$ cat config.mk
export PLATFORM = sky130hd
export DESIGN_NAME = key_piano_top
export DESIGN_NICKNAME = d
export VERILOG_FILES = /design/src/rtl/piano_pkg.sv /design/src/rtl/key_piano_top.sv /design/src/rtl/seg_display.sv /design/src/rtl/audio_serializer.sv /design/src/rtl/tone_gen.sv /design/src/rtl/note_divider.sv /design/src/rtl/key_mapper.sv /design/src/rtl/key_decoder.sv /design/src/rtl/ps2_rx.sv
export SDC_FILE = /design/constraint.sdc
export NUM_CORES = 1
export LEC_CHECK = 0
export BUFFER_PORTS_ARGS = -buffer_cell sky130_fd_sc_hd__buf_2
export CAP_MARGIN = 5
export CORE_ASPECT_RATIO = 1.75
export CORE_MARGIN = 3
export CORE_UTILIZATION = 56
export DETAILED_ROUTE_END_ITERATION = 12
export GPL_TIMING_DRIVEN = 0
export PLACE_DENSITY = 0.76
export SYNTH_ARGS = -nofsm -noshare
export SYNTH_HDL_FRONTEND = slang
export SYNTH_SLANG_ARGS = --single-unit
$ cat constraint.sdc
create_clock -name clk -period 2.79 [get_ports clk]
set_input_delay 0.279 -clock clk [delete_from_list [all_inputs] [get_ports clk]]
set_output_delay 0.279 -clock clk [all_outputs]
set_load 0.02 [all_outputs]
$ cat src/rtl/piano_pkg.sv
`default_nettype none

package piano_pkg;

  // ******************************
  // shared types
  typedef logic [3:0] note_t;    // 0 = none, 1..12 = notes
  typedef logic [6:0] letter_t;  // ascii letter for the leds

  localparam int DIV_W    = 20;  // half-period divider width
  localparam int SAMPLE_W = 16;  // audio sample width

  // ******************************
  // ps/2 set 2 scan codes
  localparam logic [7:0] SC_BREAK = 8'hF0;  // break prefix
  localparam logic [7:0] SC_EXT   = 8'hE0;  // extended prefix
  localparam logic [7:0] SC_CAPS  = 8'h58;  // caps lock make
  localparam logic [3:0] KEY_CAPS = 4'd13;  // decoder index for caps

  // make codes of the piano keys, indexed by note
  localparam logic [12:1][7:0] piano_scan = {
    8'h3B, 8'h3C, 8'h33, 8'h35,  // j u h y
    8'h34, 8'h2C, 8'h2B, 8'h23,  // g t f d
    8'h24, 8'h1B, 8'h1D, 8'h1C   // e s w a
  };

  // ******************************
  // seven segment, active low, {g,f,e,d,c,b,a}
  localparam logic [6:0] SEG_BLANK = 7'h7F;  // all segments off
  localparam logic [15:0][6:0] SEG_HEX = {
    7'h0E, 7'h06, 7'h21, 7'h46,  // F E d C
    7'h03, 7'h08, 7'h10, 7'h00,  // b A 9 8
    7'h78, 7'h02, 7'h12, 7'h19,  // 7 6 5 4
    7'h30, 7'h24, 7'h79, 7'h40   // 3 2 1 0
  };

endpackage

`default_nettype wire
$ cat src/rtl/key_piano_top.sv
`timescale 1ns/1ps
`default_nettype none

module key_piano_top #(
  parameter int FILTER_LEN = 4,
  parameter int SCAN_BITS  = 16,
  parameter logic signed [piano_pkg::SAMPLE_W-1:0] AMPLITUDE = 16'sh2000
) (
  input  wire logic        clk,
  input  wire logic        reset,
  input  wire logic        ps2_clk,
  input  wire logic        ps2_data,
  input  wire logic        mode,
  output logic [15:0]      led,
  output logic [6:0]       segs,     // active low
  output logic [3:0]       ssd_ctl,  // active low
  output logic             audio_mclk,
  output logic             audio_lrclk,
  output logic             audio_sclk,
  output logic             audio_sdin
);

  logic [7:0]                            byte_data;
  logic                                  byte_valid;
  logic                                  key_valid;
  logic [3:0]                            key_index;
  logic                                  key_make;
  logic [12:1]                           key_held;
  logic                                  caps_lock;
  piano_pkg::letter_t                    letter;
  piano_pkg::note_t                      note;
  logic                                  note_on;
  logic [piano_pkg::DIV_W-1:0]           div_left, div_right;
  logic signed [piano_pkg::SAMPLE_W-1:0] sample_left, sample_right;

  assign led = {caps_lock, mode, 7'b0, letter};  // caps, mode, letter

  // ******************************
  // keyboard path
  ps2_rx #(.FILTER_LEN(FILTER_LEN)) u_rx (
    .clk, .reset, .ps2_clk, .ps2_data, .byte_data, .byte_valid
  );

  key_decoder u_dec (
    .clk, .reset, .byte_data, .byte_valid,
    .key_valid, .key_index, .key_make, .key_held
  );

  key_mapper u_map (
    .clk, .reset, .key_valid, .key_index, .key_make, .key_held,
    .caps_lock, .letter, .note, .note_on
  );

  // ******************************
  // tone and audio path
  note_divider u_div (
    .clk, .reset, .note, .note_on, .mode, .div_left, .div_right
  );

  tone_gen #(.AMPLITUDE(AMPLITUDE)) u_tone (
    .clk, .reset, .div_left, .div_right, .sample_left, .sample_right
  );

  audio_serializer u_ser (
    .clk, .reset, .sample_left, .sample_right,
    .audio_mclk, .audio_lrclk, .audio_sclk, .audio_sdin
  );

  // display
  seg_display #(.SCAN_BITS(SCAN_BITS)) u_seg (
    .clk, .reset, .note, .segs, .ssd_ctl
  );

endmodule

`default_nettype wire

$ cat src/rtl/seg_display.sv
`timescale 1ns/1ps
`default_nettype none

module seg_display #(
  parameter int SCAN_BITS = 16  // digit period = 2^SCAN_BITS cycles
) (
  input  wire logic              clk,
  input  wire logic              reset,
  input  wire piano_pkg::note_t  note,
  output logic [6:0]             segs,
  output logic [3:0]             ssd_ctl
);

  logic [SCAN_BITS-1:0] scan_cnt;
  logic [3:0]           digit_sel;  // one-cold, active low enables
  logic                 scan_tick;

  assign scan_tick = &scan_cnt;
  assign ssd_ctl   = digit_sel;

  // ******************************
  // digit scan
  always_ff @(posedge clk) begin
    if (reset) begin
      scan_cnt  <= '0;
      digit_sel <= 4'b1110;  // digit 0 first
    end else begin
      scan_cnt <= scan_cnt + 1'b1;
      if (scan_tick)
        digit_sel <= {digit_sel[2:0], digit_sel[3]};  // rotate
    end
  end

  // only digit 3 carries the note, blank when none
  always_comb begin
    if (!digit_sel[3] && note != 4'd0)
      segs = piano_pkg::SEG_HEX[note];
    else
      segs = piano_pkg::SEG_BLANK;
  end

endmodule

`default_nettype wire

$ cat src/rtl/audio_serializer.sv
`timescale 1ns/1ps
`default_nettype none

module audio_serializer (
  input  wire logic                                clk,
  input  wire logic                                reset,
  input  wire logic signed [piano_pkg::SAMPLE_W-1:0] sample_left,
  input  wire logic signed [piano_pkg::SAMPLE_W-1:0] sample_right,
  output logic                                     audio_mclk,
  output logic                                     audio_lrclk,
  output logic                                     audio_sclk,
  output logic                                     audio_sdin
);

  logic [7:0]                    cnt;       // free-running clock divider
  logic                          sclk_fall; // sclk about to fall
  logic                          lr_edge;   // lrclk about to toggle
  logic [piano_pkg::SAMPLE_W-1:0] shift_sr;

  assign audio_mclk  = cnt[1];  // clk / 4
  assign audio_sclk  = cnt[2];  // clk / 8
  assign audio_lrclk = cnt[7];  // clk / 256, low = left

  assign sclk_fall = (cnt[2:0] == 3'b111);
  assign lr_edge   = (cnt[6:0] == 7'h7F);  // also a sclk fall

  always_ff @(posedge clk) begin
    if (reset)
      cnt <= '0;
    else
      cnt <= cnt + 8'd1;
  end

  // ******************************
  // shift out msb first, one sclk after lrclk
  always_ff @(posedge clk) begin
    if (reset) begin
      shift_sr   <= '0;
      audio_sdin <= 1'b0;
    end else if (sclk_fall) begin
      audio_sdin <= shift_sr[piano_pkg::SAMPLE_W-1];  // last bit of word
      if (lr_edge)
        shift_sr <= cnt[7] ? sample_left : sample_right;  // next channel
      else
        shift_sr <= {shift_sr[piano_pkg::SAMPLE_W-2:0], 1'b0};  // zero fill
    end
  end

endmodule

`default_nettype wire

$ cat src/rtl/tone_gen.sv
`timescale 1ns/1ps
`default_nettype none

module tone_gen #(
  parameter logic signed [piano_pkg::SAMPLE_W-1:0] AMPLITUDE = 16'sh2000
) (
  input  wire logic                                  clk,
  input  wire logic                                  reset,
  input  wire logic [piano_pkg::DIV_W-1:0]           div_left,
  input  wire logic [piano_pkg::DIV_W-1:0]           div_right,
  output logic signed [piano_pkg::SAMPLE_W-1:0]      sample_left,
  output logic signed [piano_pkg::SAMPLE_W-1:0]      sample_right
);

  logic [piano_pkg::DIV_W-1:0]           div_in [2];  // 0 left, 1 right
  logic signed [piano_pkg::SAMPLE_W-1:0] sample [2];

  assign div_in[0]    = div_left;
  assign div_in[1]    = div_right;
  assign sample_left  = sample[0];
  assign sample_right = sample[1];

  // ******************************
  // one half-period counter per channel
  for (genvar ch = 0; ch < 2; ch++) begin : g_ch
    logic [piano_pkg::DIV_W-1:0] cnt;
    logic [piano_pkg::DIV_W-1:0] div_q;  // divider in use
    logic                        pol;    // 1 = negative half

    always_ff @(posedge clk) begin
      if (reset) begin
        cnt   <= '0;
        div_q <= '0;
        pol   <= 1'b0;
      end else if (div_in[ch] != div_q) begin
        div_q <= div_in[ch];  // new pitch, restart
        cnt   <= '0;
        pol   <= 1'b0;
      end else if (div_q != '0) begin
        if (cnt == div_q) begin
          cnt <= '0;
          pol <= ~pol;  // flip every div+1 cycles
        end else begin
          cnt <= cnt + 1'b1;
        end
      end
    end

    assign sample[ch] = (div_q == '0) ? '0 : (pol ? -AMPLITUDE : AMPLITUDE);
  end

endmodule

`default_nettype wire

$ cat src/rtl/note_divider.sv
`timescale 1ns/1ps
`default_nettype none

module note_divider (
  input  wire logic                        clk,
  input  wire logic                        reset,
  input  wire piano_pkg::note_t            note,
  input  wire logic                        note_on,
  input  wire logic                        mode,
  output logic [piano_pkg::DIV_W-1:0]      div_left,
  output logic [piano_pkg::DIV_W-1:0]      div_right
);

  logic [piano_pkg::DIV_W-1:0] div_tbl;  // half period - 1, 100 MHz

  // ******************************
  // equal temperament from C4
  always_comb begin
    case (note)
      4'd1:    div_tbl = 20'd191112;  // C4
      4'd2:    div_tbl = 20'd180385;  // C#4
      4'd3:    div_tbl = 20'd170261;  // D4
      4'd4:    div_tbl = 20'd160705;  // D#4
      4'd5:    div_tbl = 20'd151685;  // E4
      4'd6:    div_tbl = 20'd143172;  // F4
      4'd7:    div_tbl = 20'd135136;  // F#4
      4'd8:    div_tbl = 20'd127552;  // G4
      4'd9:    div_tbl = 20'd120393;  // G#4
      4'd10:   div_tbl = 20'd113635;  // A4
      4'd11:   div_tbl = 20'd107257;  // A#4
      4'd12:   div_tbl = 20'd101238;  // B4
      default: div_tbl = '0;          // no note, silent
    endcase
  end

  always_ff @(posedge clk) begin
    if (reset) begin
      div_left  <= '0;
      div_right <= '0;
    end else if (!note_on) begin
      div_left  <= '0;  // key released
      div_right <= '0;
    end else begin
      div_left  <= div_tbl;
      div_right <= mode ? (div_tbl >> 1) : div_tbl;  // octave up in mode 1
    end
  end

endmodule

`default_nettype wire

$ cat src/rtl/key_mapper.sv
`timescale 1ns/1ps
`default_nettype none

module key_mapper (
  input  wire logic              clk,
  input  wire logic              reset,
  input  wire logic              key_valid,
  input  wire logic [3:0]        key_index,
  input  wire logic              key_make,
  input  wire logic [12:1]       key_held,
  output logic                   caps_lock,
  output piano_pkg::letter_t     letter,
  output piano_pkg::note_t       note,
  output logic                   note_on
);

  // lower-case ascii of each piano key, note order
  localparam logic [12:1][6:0] LETTER_LC = {
    7'h6A, 7'h75, 7'h68, 7'h79,  // j u h y
    7'h67, 7'h74, 7'h66, 7'h64,  // g t f d
    7'h65, 7'h73, 7'h77, 7'h61   // e s w a
  };

  logic [12:1]        cur_mask;  // held bit of the current note
  piano_pkg::letter_t lc;

  assign cur_mask = 12'b1 << (note - 4'd1);  // note 0 shifts out to zero
  assign lc       = LETTER_LC[key_index];

  // ******************************
  // caps, letter and note registers
  always_ff @(posedge clk) begin
    if (reset) begin
      caps_lock <= 1'b0;
      letter    <= '0;
      note      <= '0;
      note_on   <= 1'b0;
    end else begin
      if (key_valid && key_make) begin
        if (key_index == piano_pkg::KEY_CAPS) begin
          caps_lock <= ~caps_lock;  // repeat makes toggle again
        end else begin
          note   <= key_index;
          letter <= caps_lock ? (lc & 7'h5F) : lc;  // clear bit 5 for upper
        end
      end
      note_on <= |(key_held & cur_mask);  // drops the cycle after the break
    end
  end

endmodule

`default_nettype wire

$ cat src/rtl/key_decoder.sv
`timescale 1ns/1ps
`default_nettype none

module key_decoder (
  input  wire logic        clk,
  input  wire logic        reset,
  input  wire logic [7:0]  byte_data,
  input  wire logic        byte_valid,
  output logic             key_valid,
  output logic [3:0]       key_index,
  output logic             key_make,
  output logic [12:1]      key_held
);

  logic        brk;        // F0 seen
  logic        ext;        // E0 seen
  logic [12:1] hit;        // piano key match, one-hot
  logic        hit_caps;
  logic [3:0]  hit_index;  // encoded match, 0 if none

  // ******************************
  // scan code match
  always_comb begin
    hit_index = '0;
    for (int i = 1; i <= 12; i++) begin
      hit[i] = (byte_data == piano_pkg::piano_scan[i]);
      if (hit[i])
        hit_index = 4'(i);
    end
    hit_caps = (byte_data == piano_pkg::SC_CAPS);
    if (hit_caps)
      hit_index = piano_pkg::KEY_CAPS;
  end

  always_ff @(posedge clk) begin
    if (reset) begin
      brk       <= 1'b0;
      ext       <= 1'b0;
      key_valid <= 1'b0;
      key_index <= '0;
      key_make  <= 1'b0;
      key_held  <= '0;
    end else begin
      key_valid <= 1'b0;
      if (byte_valid) begin
        if (byte_data == piano_pkg::SC_BREAK) begin
          brk <= 1'b1;  // prefix only, no event
        end else if (byte_data == piano_pkg::SC_EXT) begin
          ext <= 1'b1;
        end else begin
          brk <= 1'b0;  // code ends the sequence
          ext <= 1'b0;
          if (!ext && hit_index != 4'd0) begin
            key_valid <= 1'b1;
            key_index <= hit_index;
            key_make  <= ~brk;
            for (int i = 1; i <= 12; i++)
              if (hit[i])
                key_held[i] <= ~brk;  // make sets, break clears
          end
        end
      end
    end
  end

endmodule

`default_nettype wire

$ cat src/rtl/ps2_rx.sv
`timescale 1ns/1ps
`default_nettype none

module ps2_rx #(
  parameter int FILTER_LEN = 4  // glitch filter depth in clk cycles
) (
  input  wire logic       clk,
  input  wire logic       reset,
  input  wire logic       ps2_clk,
  input  wire logic       ps2_data,
  output logic [7:0]      byte_data,
  output logic            byte_valid
);

  logic [1:0]            clk_sync;   // two-flop sync, ps2 clock
  logic [1:0]            data_sync;  // two-flop sync, ps2 data
  logic [FILTER_LEN-1:0] filt_sr;    // history of synced clock
  logic                  clk_f;      // filtered ps2 clock
  logic                  fall;       // filtered clock falling edge
  logic [3:0]            bit_cnt;    // 0 start .. 10 stop
  logic [9:0]            frame_sr;   // parity, data, start; lsb first
  logic                  data_s;

  assign data_s = data_sync[1];
  assign fall   = clk_f & ~|filt_sr;  // steady low after being high

  always_ff @(posedge clk) begin
    if (reset) begin
      clk_sync  <= 2'b11;  // bus idles high
      data_sync <= 2'b11;
      filt_sr   <= '1;
      clk_f     <= 1'b1;
    end else begin
      clk_sync  <= {clk_sync[0], ps2_clk};
      data_sync <= {data_sync[0], ps2_data};
      filt_sr   <= {filt_sr[FILTER_LEN-2:0], clk_sync[1]};
      if (&filt_sr)
        clk_f <= 1'b1;  // steady high
      else if (~|filt_sr)
        clk_f <= 1'b0;  // steady low
    end
  end

  // ******************************
  // frame assembly
  always_ff @(posedge clk) begin
    if (reset) begin
      bit_cnt    <= '0;
      byte_valid <= 1'b0;
    end else begin
      byte_valid <= 1'b0;  // one-cycle strobe
      if (fall) begin
        if (bit_cnt == 4'd10) begin
          bit_cnt <= '0;
          // start 0, stop 1, odd parity over data + parity bit
          if (!frame_sr[0] && data_s && ^frame_sr[9:1])
            byte_valid <= 1'b1;
        end else if (bit_cnt != 4'd0 || !data_s) begin
          bit_cnt <= bit_cnt + 4'd1;  // idle high at bit 0 keeps us waiting
        end
      end
    end
  end

  always_ff @(posedge clk) begin
    if (fall && bit_cnt != 4'd10)
      frame_sr <= {data_s, frame_sr[9:1]};  // shift in lsb first
    if (fall && bit_cnt == 4'd10)
      byte_data <= frame_sr[8:1];
  end

endmodule

`default_nettype wire

==> results.cfg, run 1 <==
[status]
status = finished, final reports clean

[flow_run]
maxCapViolations = 0

[logic_synthesis]
synthesis.area_sq_mm = 0.0104
synth_flop_cell = dfxtp_1
avgSynthCellArea_sq_um = 9.56
ys_seq_area_frac = 0.481
ys_async_sr_fraction = 0
synth_edf_count = 18
ys_types = 79
ys_ff_latch = 241
synthCells = 1088
synth-warning-count = 0

[sta]
hold_violations = 0
max_freq_mhz = 358
fin_crit_sh = 1.00
setup_viol = 0
fin_skew_ns = 0.0102
relSlewSlack = 0.477
tightestPinTransition_ns = 0.782
fin_crit_ns = 2.79
timing.final.max_slew_violations = 0
rsz0062_at_grt = yes

[worst_setup_path]
cp_max_fo = 5
crit_arrival_ns = 3.23
end_kind = register
slowest_delay_ns = 0.50
path_cells = buf_6 -> or4b_4 -> nor4_4 -> buf_4 -> a21oi_4 -> o2111ai_4 -> and2_4 -> mux2i_4 -> nor2_2 -> ha_1 -> a21oi_2 -> a2bb2oi_2
crit_path_start_kind = register
crit_type = register to register
cp_slowest_cell = or4b_4
required_ns = 3.23

[power_and_ir_drop]
p_int_mw = 5.53
clkPwrFrac = 0.476
seqPwrFrac = 0.505
power_switching_mw = 1.40
switching_share = 0.201
power_mw = 6.93
p_comb_frac = 0.019
leakagePower_nw = 4.72
peakVddDrop_v = 0.000448
p_per_area_mw_per_mm2 = 580

[detailed_routing]
avgViaCountPerCell = 5.49
ant_nets = 0
drcViolationCount = 0
routed_wl_um = 22600
vias = 7730
drt_iter0_markers = 444
wl_per_cell_um = 16.1
firstDrtPassIters = 6

[die]
die_height_um = 186
die_area_sq_mm = 0.0203
die_w_um = 109
num_rows = 65
core_area_sq_mm = 0.0181
start_util = 0.574
num_io_pins = 36

[clocking]
worstSkewPairLatency_ns = 0.51
cts-root-buf = clkbuf_16
tritoncts = yes
cts_buffers = 22
clk_path_buf_depth = 3
htreeDepth = 1
clock-sinks = 241
cts.clk_slew.worst_paths_ns = 0.07

[grt]
gr-total-overflow = 0
grt_util_all_layers = 0.224
grt_start_max_net_pins = 17
grt_pass1_wl_um = 36700
antenna_found_initial = 0
grt_pass1_vias = 7653

[finish]
finalCoreUtilization = 0.658
stdcell_count = 1408
finalNetCount = 1185
n_fill_cell = 1462
layout_common_cells = dfxtp_1, nor2_1, nand2_1
fin_area_sq_mm = 0.0119
final_common_cell = dfxtp_1
layout-drive-gt1-share = 0.124
antennaDiodeCount = 0
area_delta_synth_final_pct = 14.8

[placed_design]
place_area_sq_mm = 0.0109
hpwl_um = 16800
placedCellCount = 1355
port_buffers = 27
finalWeightedCongestion = 0.878

[min_path]
min_path_type = input pin to register
synth_stat cells, types with 6 or more instances:
| master | instances | area share |
|---|---|---|
| nand2b_1 | 6 | 0.0036 |
| nor4_1 | 18 | 0.011 |
| xor2_1 | 72 | 0.061 |
| clkbuf_1 | 30 | 0.011 |
| nand3_1 | 39 | 0.019 |
| nor3_1 | 6 | 0.0029 |
| and3_1 | 16 | 0.0096 |
| dfxtp_1 | 223 | 0.43 |
| nor2_1 | 124 | 0.045 |
| inv_1 | 21 | 0.0076 |
| nand2_1 | 83 | 0.030 |
| xnor2_1 | 69 | 0.058 |
| ha_1 | 21 | 0.025 |
| buf_4 | 10 | 0.0072 |
| mux2i_1 | 41 | 0.039 |
| edfxtp_1 | 18 | 0.052 |
| buf_2 | 8 | 0.0038 |
| or2_2 | 9 | 0.0054 |
| or3_1 | 11 | 0.0066 |
| nand4_1 | 29 | 0.017 |
| nor2b_1 | 50 | 0.030 |
| and4_1 | 9 | 0.0076 |
| and2_1 | 26 | 0.016 |
| a21oi_1 | 32 | 0.015 |
| o21ai_0 | 23 | 0.011 |
sequential cells by signal, indices dropped and copies added (netlist names), 2 cells and up, named ones only:
name / flops
u_dec.key_held: 12
u_dec.key_index: 4
u_div.div_left: 18
u_div.div_right: 18
u_div.div_tbl: 18
u_map.lc: 5
u_map.letter: 7
u_map.note: 4
u_rx.bit_cnt: 4
u_rx.byte_data: 8
u_rx.clk_sync: 2
u_rx.data_sync: 2
u_rx.filt_sr: 4
u_rx.frame_sr: 10
u_seg.scan_cnt: 16
u_seg.ssd_ctl: 4
u_ser.cnt: 8
u_ser.shift_sr: 3
u_tone.g_ch.cnt: 40
u_tone.g_ch.div_q: 36
u_tone.g_ch.pol: 2
critical path: cells and delay by family, from the launching register on:
| family | cells | cell delay [ns] |
|---|---|---|
| simple gates | 4 | 0.99 |
| flops | 1 | 0.38 |
| compound gates | 4 | 0.44 |
| fa+ha+maj | 1 | 0.34 |
| buf+inv | 2 | 0.32 |
| mux | 1 | 0.24 |
path summary, 6_finish.rpt:
path	from	end	slack, ns	cells past startpoint
max reg2reg	u_rx.byte_data[2]	u_map.lc[2]	0.00004	12
max	u_rx.byte_data[2]	u_map.lc[2]	0.00004	12
min reg2reg	u_rx.clk_sync[0]	u_rx.clk_sync[1]	0.41	1
min	reset	u_tone.g_ch[0].pol	0.34	5
cell type report:
class                   instances  area (sq um)  area share
plain buffers                  55           275      0.0231
clock buffers                  30           643      0.0539
clock inverters                 9           158      0.0132
inverters                      23          86.3     0.00723
multi-input cells             775          5230       0.438
flip-flops and latches        241          5000       0.419
well taps                     234           293      0.0245
repair buffers                 41           245      0.0205
metal layers:
metal,track usage,share of wire,vias up
li1,-,-,3835
met1,0.212,0.36,3636
met2,0.440,0.55,186
met3,0.0298,0.030,73
met4,0.121,0.058,0
met5,0,0,-
timing repair:
item / CTS / global route
endpoints found under the hold margin: 2 / 0
setup buffers: 6 / 6
resized for setup: 13 / 24
pin swaps: 3 / 7
setup endpoints to repair: 23 / 27
hold buffers: 2 / 0
through the flow:
step | TNS (ns) | hold WS (ns) | setup slack [ns]
3_3_place_gp | -3.00 | 0.391 | -0.465
5_1_grt | -0.331 | 0.372 | -0.135
3_5_place_dp | -2.92 | 0.395 | -0.393
2_1_floorplan | 0 | 0.383 | 0.109
4_1_cts | -0.0490 | 0.328 | -0.0490
6_report | 0 | 0.343 | 0.0000353
cells by family after synthesis:
| logic type | share of synthesized area |
|---|---|
| AOI/OAI and AO/OA | 0.0718 |
| xor gates and xnor gates | 0.119 |
| adders and majority gates | 0.0253 |
| buffers and inverters | 0.0345 |
| DFF | 0.481 |
| muxes | 0.0405 |
| other | 0.000360 |
| and+or+nand+nor | 0.228 |
power groups by stage:
stage,logic [mW],registers (mW),clock network [mW]
final,0.133,3.50,3.29
after global routing,0.146,3.50,3.49
after CTS,0.132,3.50,3.35
after detailed placement,0.129,3.58,0
after global placement,0.128,3.58,0
after floorplan,0.0910,3.58,0
(Power assumes the default switching activity.)
==> inputs of run 2 (changes only) <==
Settings changed: CORE_MARGIN 3 to 2.
==> results.cfg, run 2 (synthesis results as in run 1) <==
[power_and_ir_drop]
leakagePower_nw = 4.72
p_per_area_mw_per_mm2 = 580
peakVddDrop_v = 0.000483

[worst_setup_path]
r2r_setup_slack_ns = 0.02
end_kind = register
timing.rr.start = u_rx.byte_data[1]
required_ns = 3.17
cp_slowest_cell = edfxtp_1
crit_start = u_rx.byte_data[1]
crit_path_start_kind = register
slowest_delay_ns = 0.40
cp_max_fo = 6
path_cells = buf_4 -> and3b_2 -> buf_2 -> a21o_1 -> a21oi_2 -> o2111ai_4 -> and2_4 -> mux2i_4 -> or2_1 -> ha_2 -> nor2b_2 -> a2bb2oi_1
crit_arrival_ns = 3.15
crit_type = register to register

[clocking]
htreeDepth = 1
worstSkewPairLatency_ns = 0.50
cts-root-buf = clkbuf_16
tritoncts = yes
cts_buffers = 22
clock-sinks = 241
clk_path_buf_depth = 3
cts.clk_slew.worst_paths_ns = 0.07

[sta]
fin_crit_ns = 2.77
relSlewSlack = 0.361
rsz0062_at_grt = yes
setup_viol = 0
fin_crit_sh = 0.993
fin_skew_ns = 0.00973
timing.final.max_slew_violations = 0
tightestPinTransition_ns = 0.950
max_freq_mhz = 361
hold_violations = 0
hold_ws_ns = 0.355

[die]
num_io_pins = 36
core_area_sq_mm = 0.0184
die_area_sq_mm = 0.0197
start_util = 0.565
die_height_um = 184
die_w_um = 107
num_rows = 66

[min_path]
min_path_type = input pin to register
hold_path_startpoint = reset

[detailed_routing]
drt_iter0_markers = 423
routed_wl_um = 23400
avgViaCountPerCell = 5.51
wl_per_cell_um = 16.6
firstDrtPassIters = 8
vias = 7787
drcViolationCount = 0
ant_nets = 0

[grt]
grt_pass1_wl_um = 37100
grt_start_max_net_pins = 18
grt_pass1_vias = 7756
gr-total-overflow = 0
grt_util_all_layers = 0.235
antenna_found_initial = 0

[finish]
area_delta_synth_final_pct = 14.8
layout_common_cells = dfxtp_1, nor2_1, nand2_1
reg_top3 = u_tone.g_ch.cnt: 40 flops, u_tone.g_ch.div_q: 36 flops
final_common_cell = dfxtp_1
layout-drive-gt1-share = 0.124
top_register = u_tone.g_ch.cnt
stdcell_count = 1414
fin_area_sq_mm = 0.0119
finalNetCount = 1186
antennaDiodeCount = 0
largest_reg_flops = 40

[status]
status = finished, final reports clean

[placed_design]
placedCellCount = 1359
hpwl_um = 16900
port_buffers = 27
place_area_sq_mm = 0.0109
finalWeightedCongestion = 0.897

[flow_run]
maxCapViolations = 0
[run 2: power by group]
part | switching, mW | internal (mW)
Clock | 1.32 | 1.97
Combinational | 0.0919 | 0.0444
Sequential | 0.00866 | 3.49
Total | 1.42 | 5.51
[run 2: cell type report]
class	count	area, sq um
plain buffers	55	275
clock buffers	27	621
clock inverters	13	190
fillers	1513	6470
inverters	23	86.3
multi-input cells	776	5220
flip-flops and latches	241	5000
well taps	238	298
repair buffers	41	245
[run 2: through the flow]
stage,util,setup TNS (ns),total power [mW],setup WS [ns]
final,0.648,0,6.93,0.0203
after global routing,0.648,-0.141,7.13,-0.0476
after CTS,0.640,-0.0821,6.97,-0.0498
after detailed placement,0.590,-3.09,3.71,-0.419
after global placement,0.590,-2.65,3.71,-0.384
after floorplan,-,0,3.67,0.109
[run 2: repair_timing]
action / in CTS / in global routing
endpoints found under the hold margin: 2 / 0
pin swaps: 2 / 4
resized for setup: 14 / 16
endpoints found under the setup margin: 24 / 19
setup buffers: 5 / 7
gates cloned: 0 / 1
hold buffers: 2 / 0
[run 2: critical path: cells and delay by family, from the launching register on]
family,cells,cell delay [ns]
and+or+nand+nor,4,0.80
muxes,1,0.19
buffers and inverters,2,0.33
AOI/OAI and AO/OA,4,0.75
DFF,1,0.40
adders and majority gates,1,0.18
[run 2: worst paths after layout]
kind                        endpoint  cells after the start
setup / recovery         u_map.lc[0]                     12
hold / removal    u_tone.g_ch[0].pol                      5
setup reg to reg         u_map.lc[0]                     12
hold reg to reg    u_rx.data_sync[1]                      1
[run 2: routing by layer]
| metal | up-vias | GRT usage | wire (um) |
|---|---|---|---|
| li1 | 3833 | - | - |
| met1 | 3653 | 0.222 | 8210 |
| met2 | 210 | 0.480 | 13100 |
| met3 | 91 | 0.0258 | 770 |
| met4 | 0 | 0.117 | 1370 |
| met5 | - | 0 | 0 |
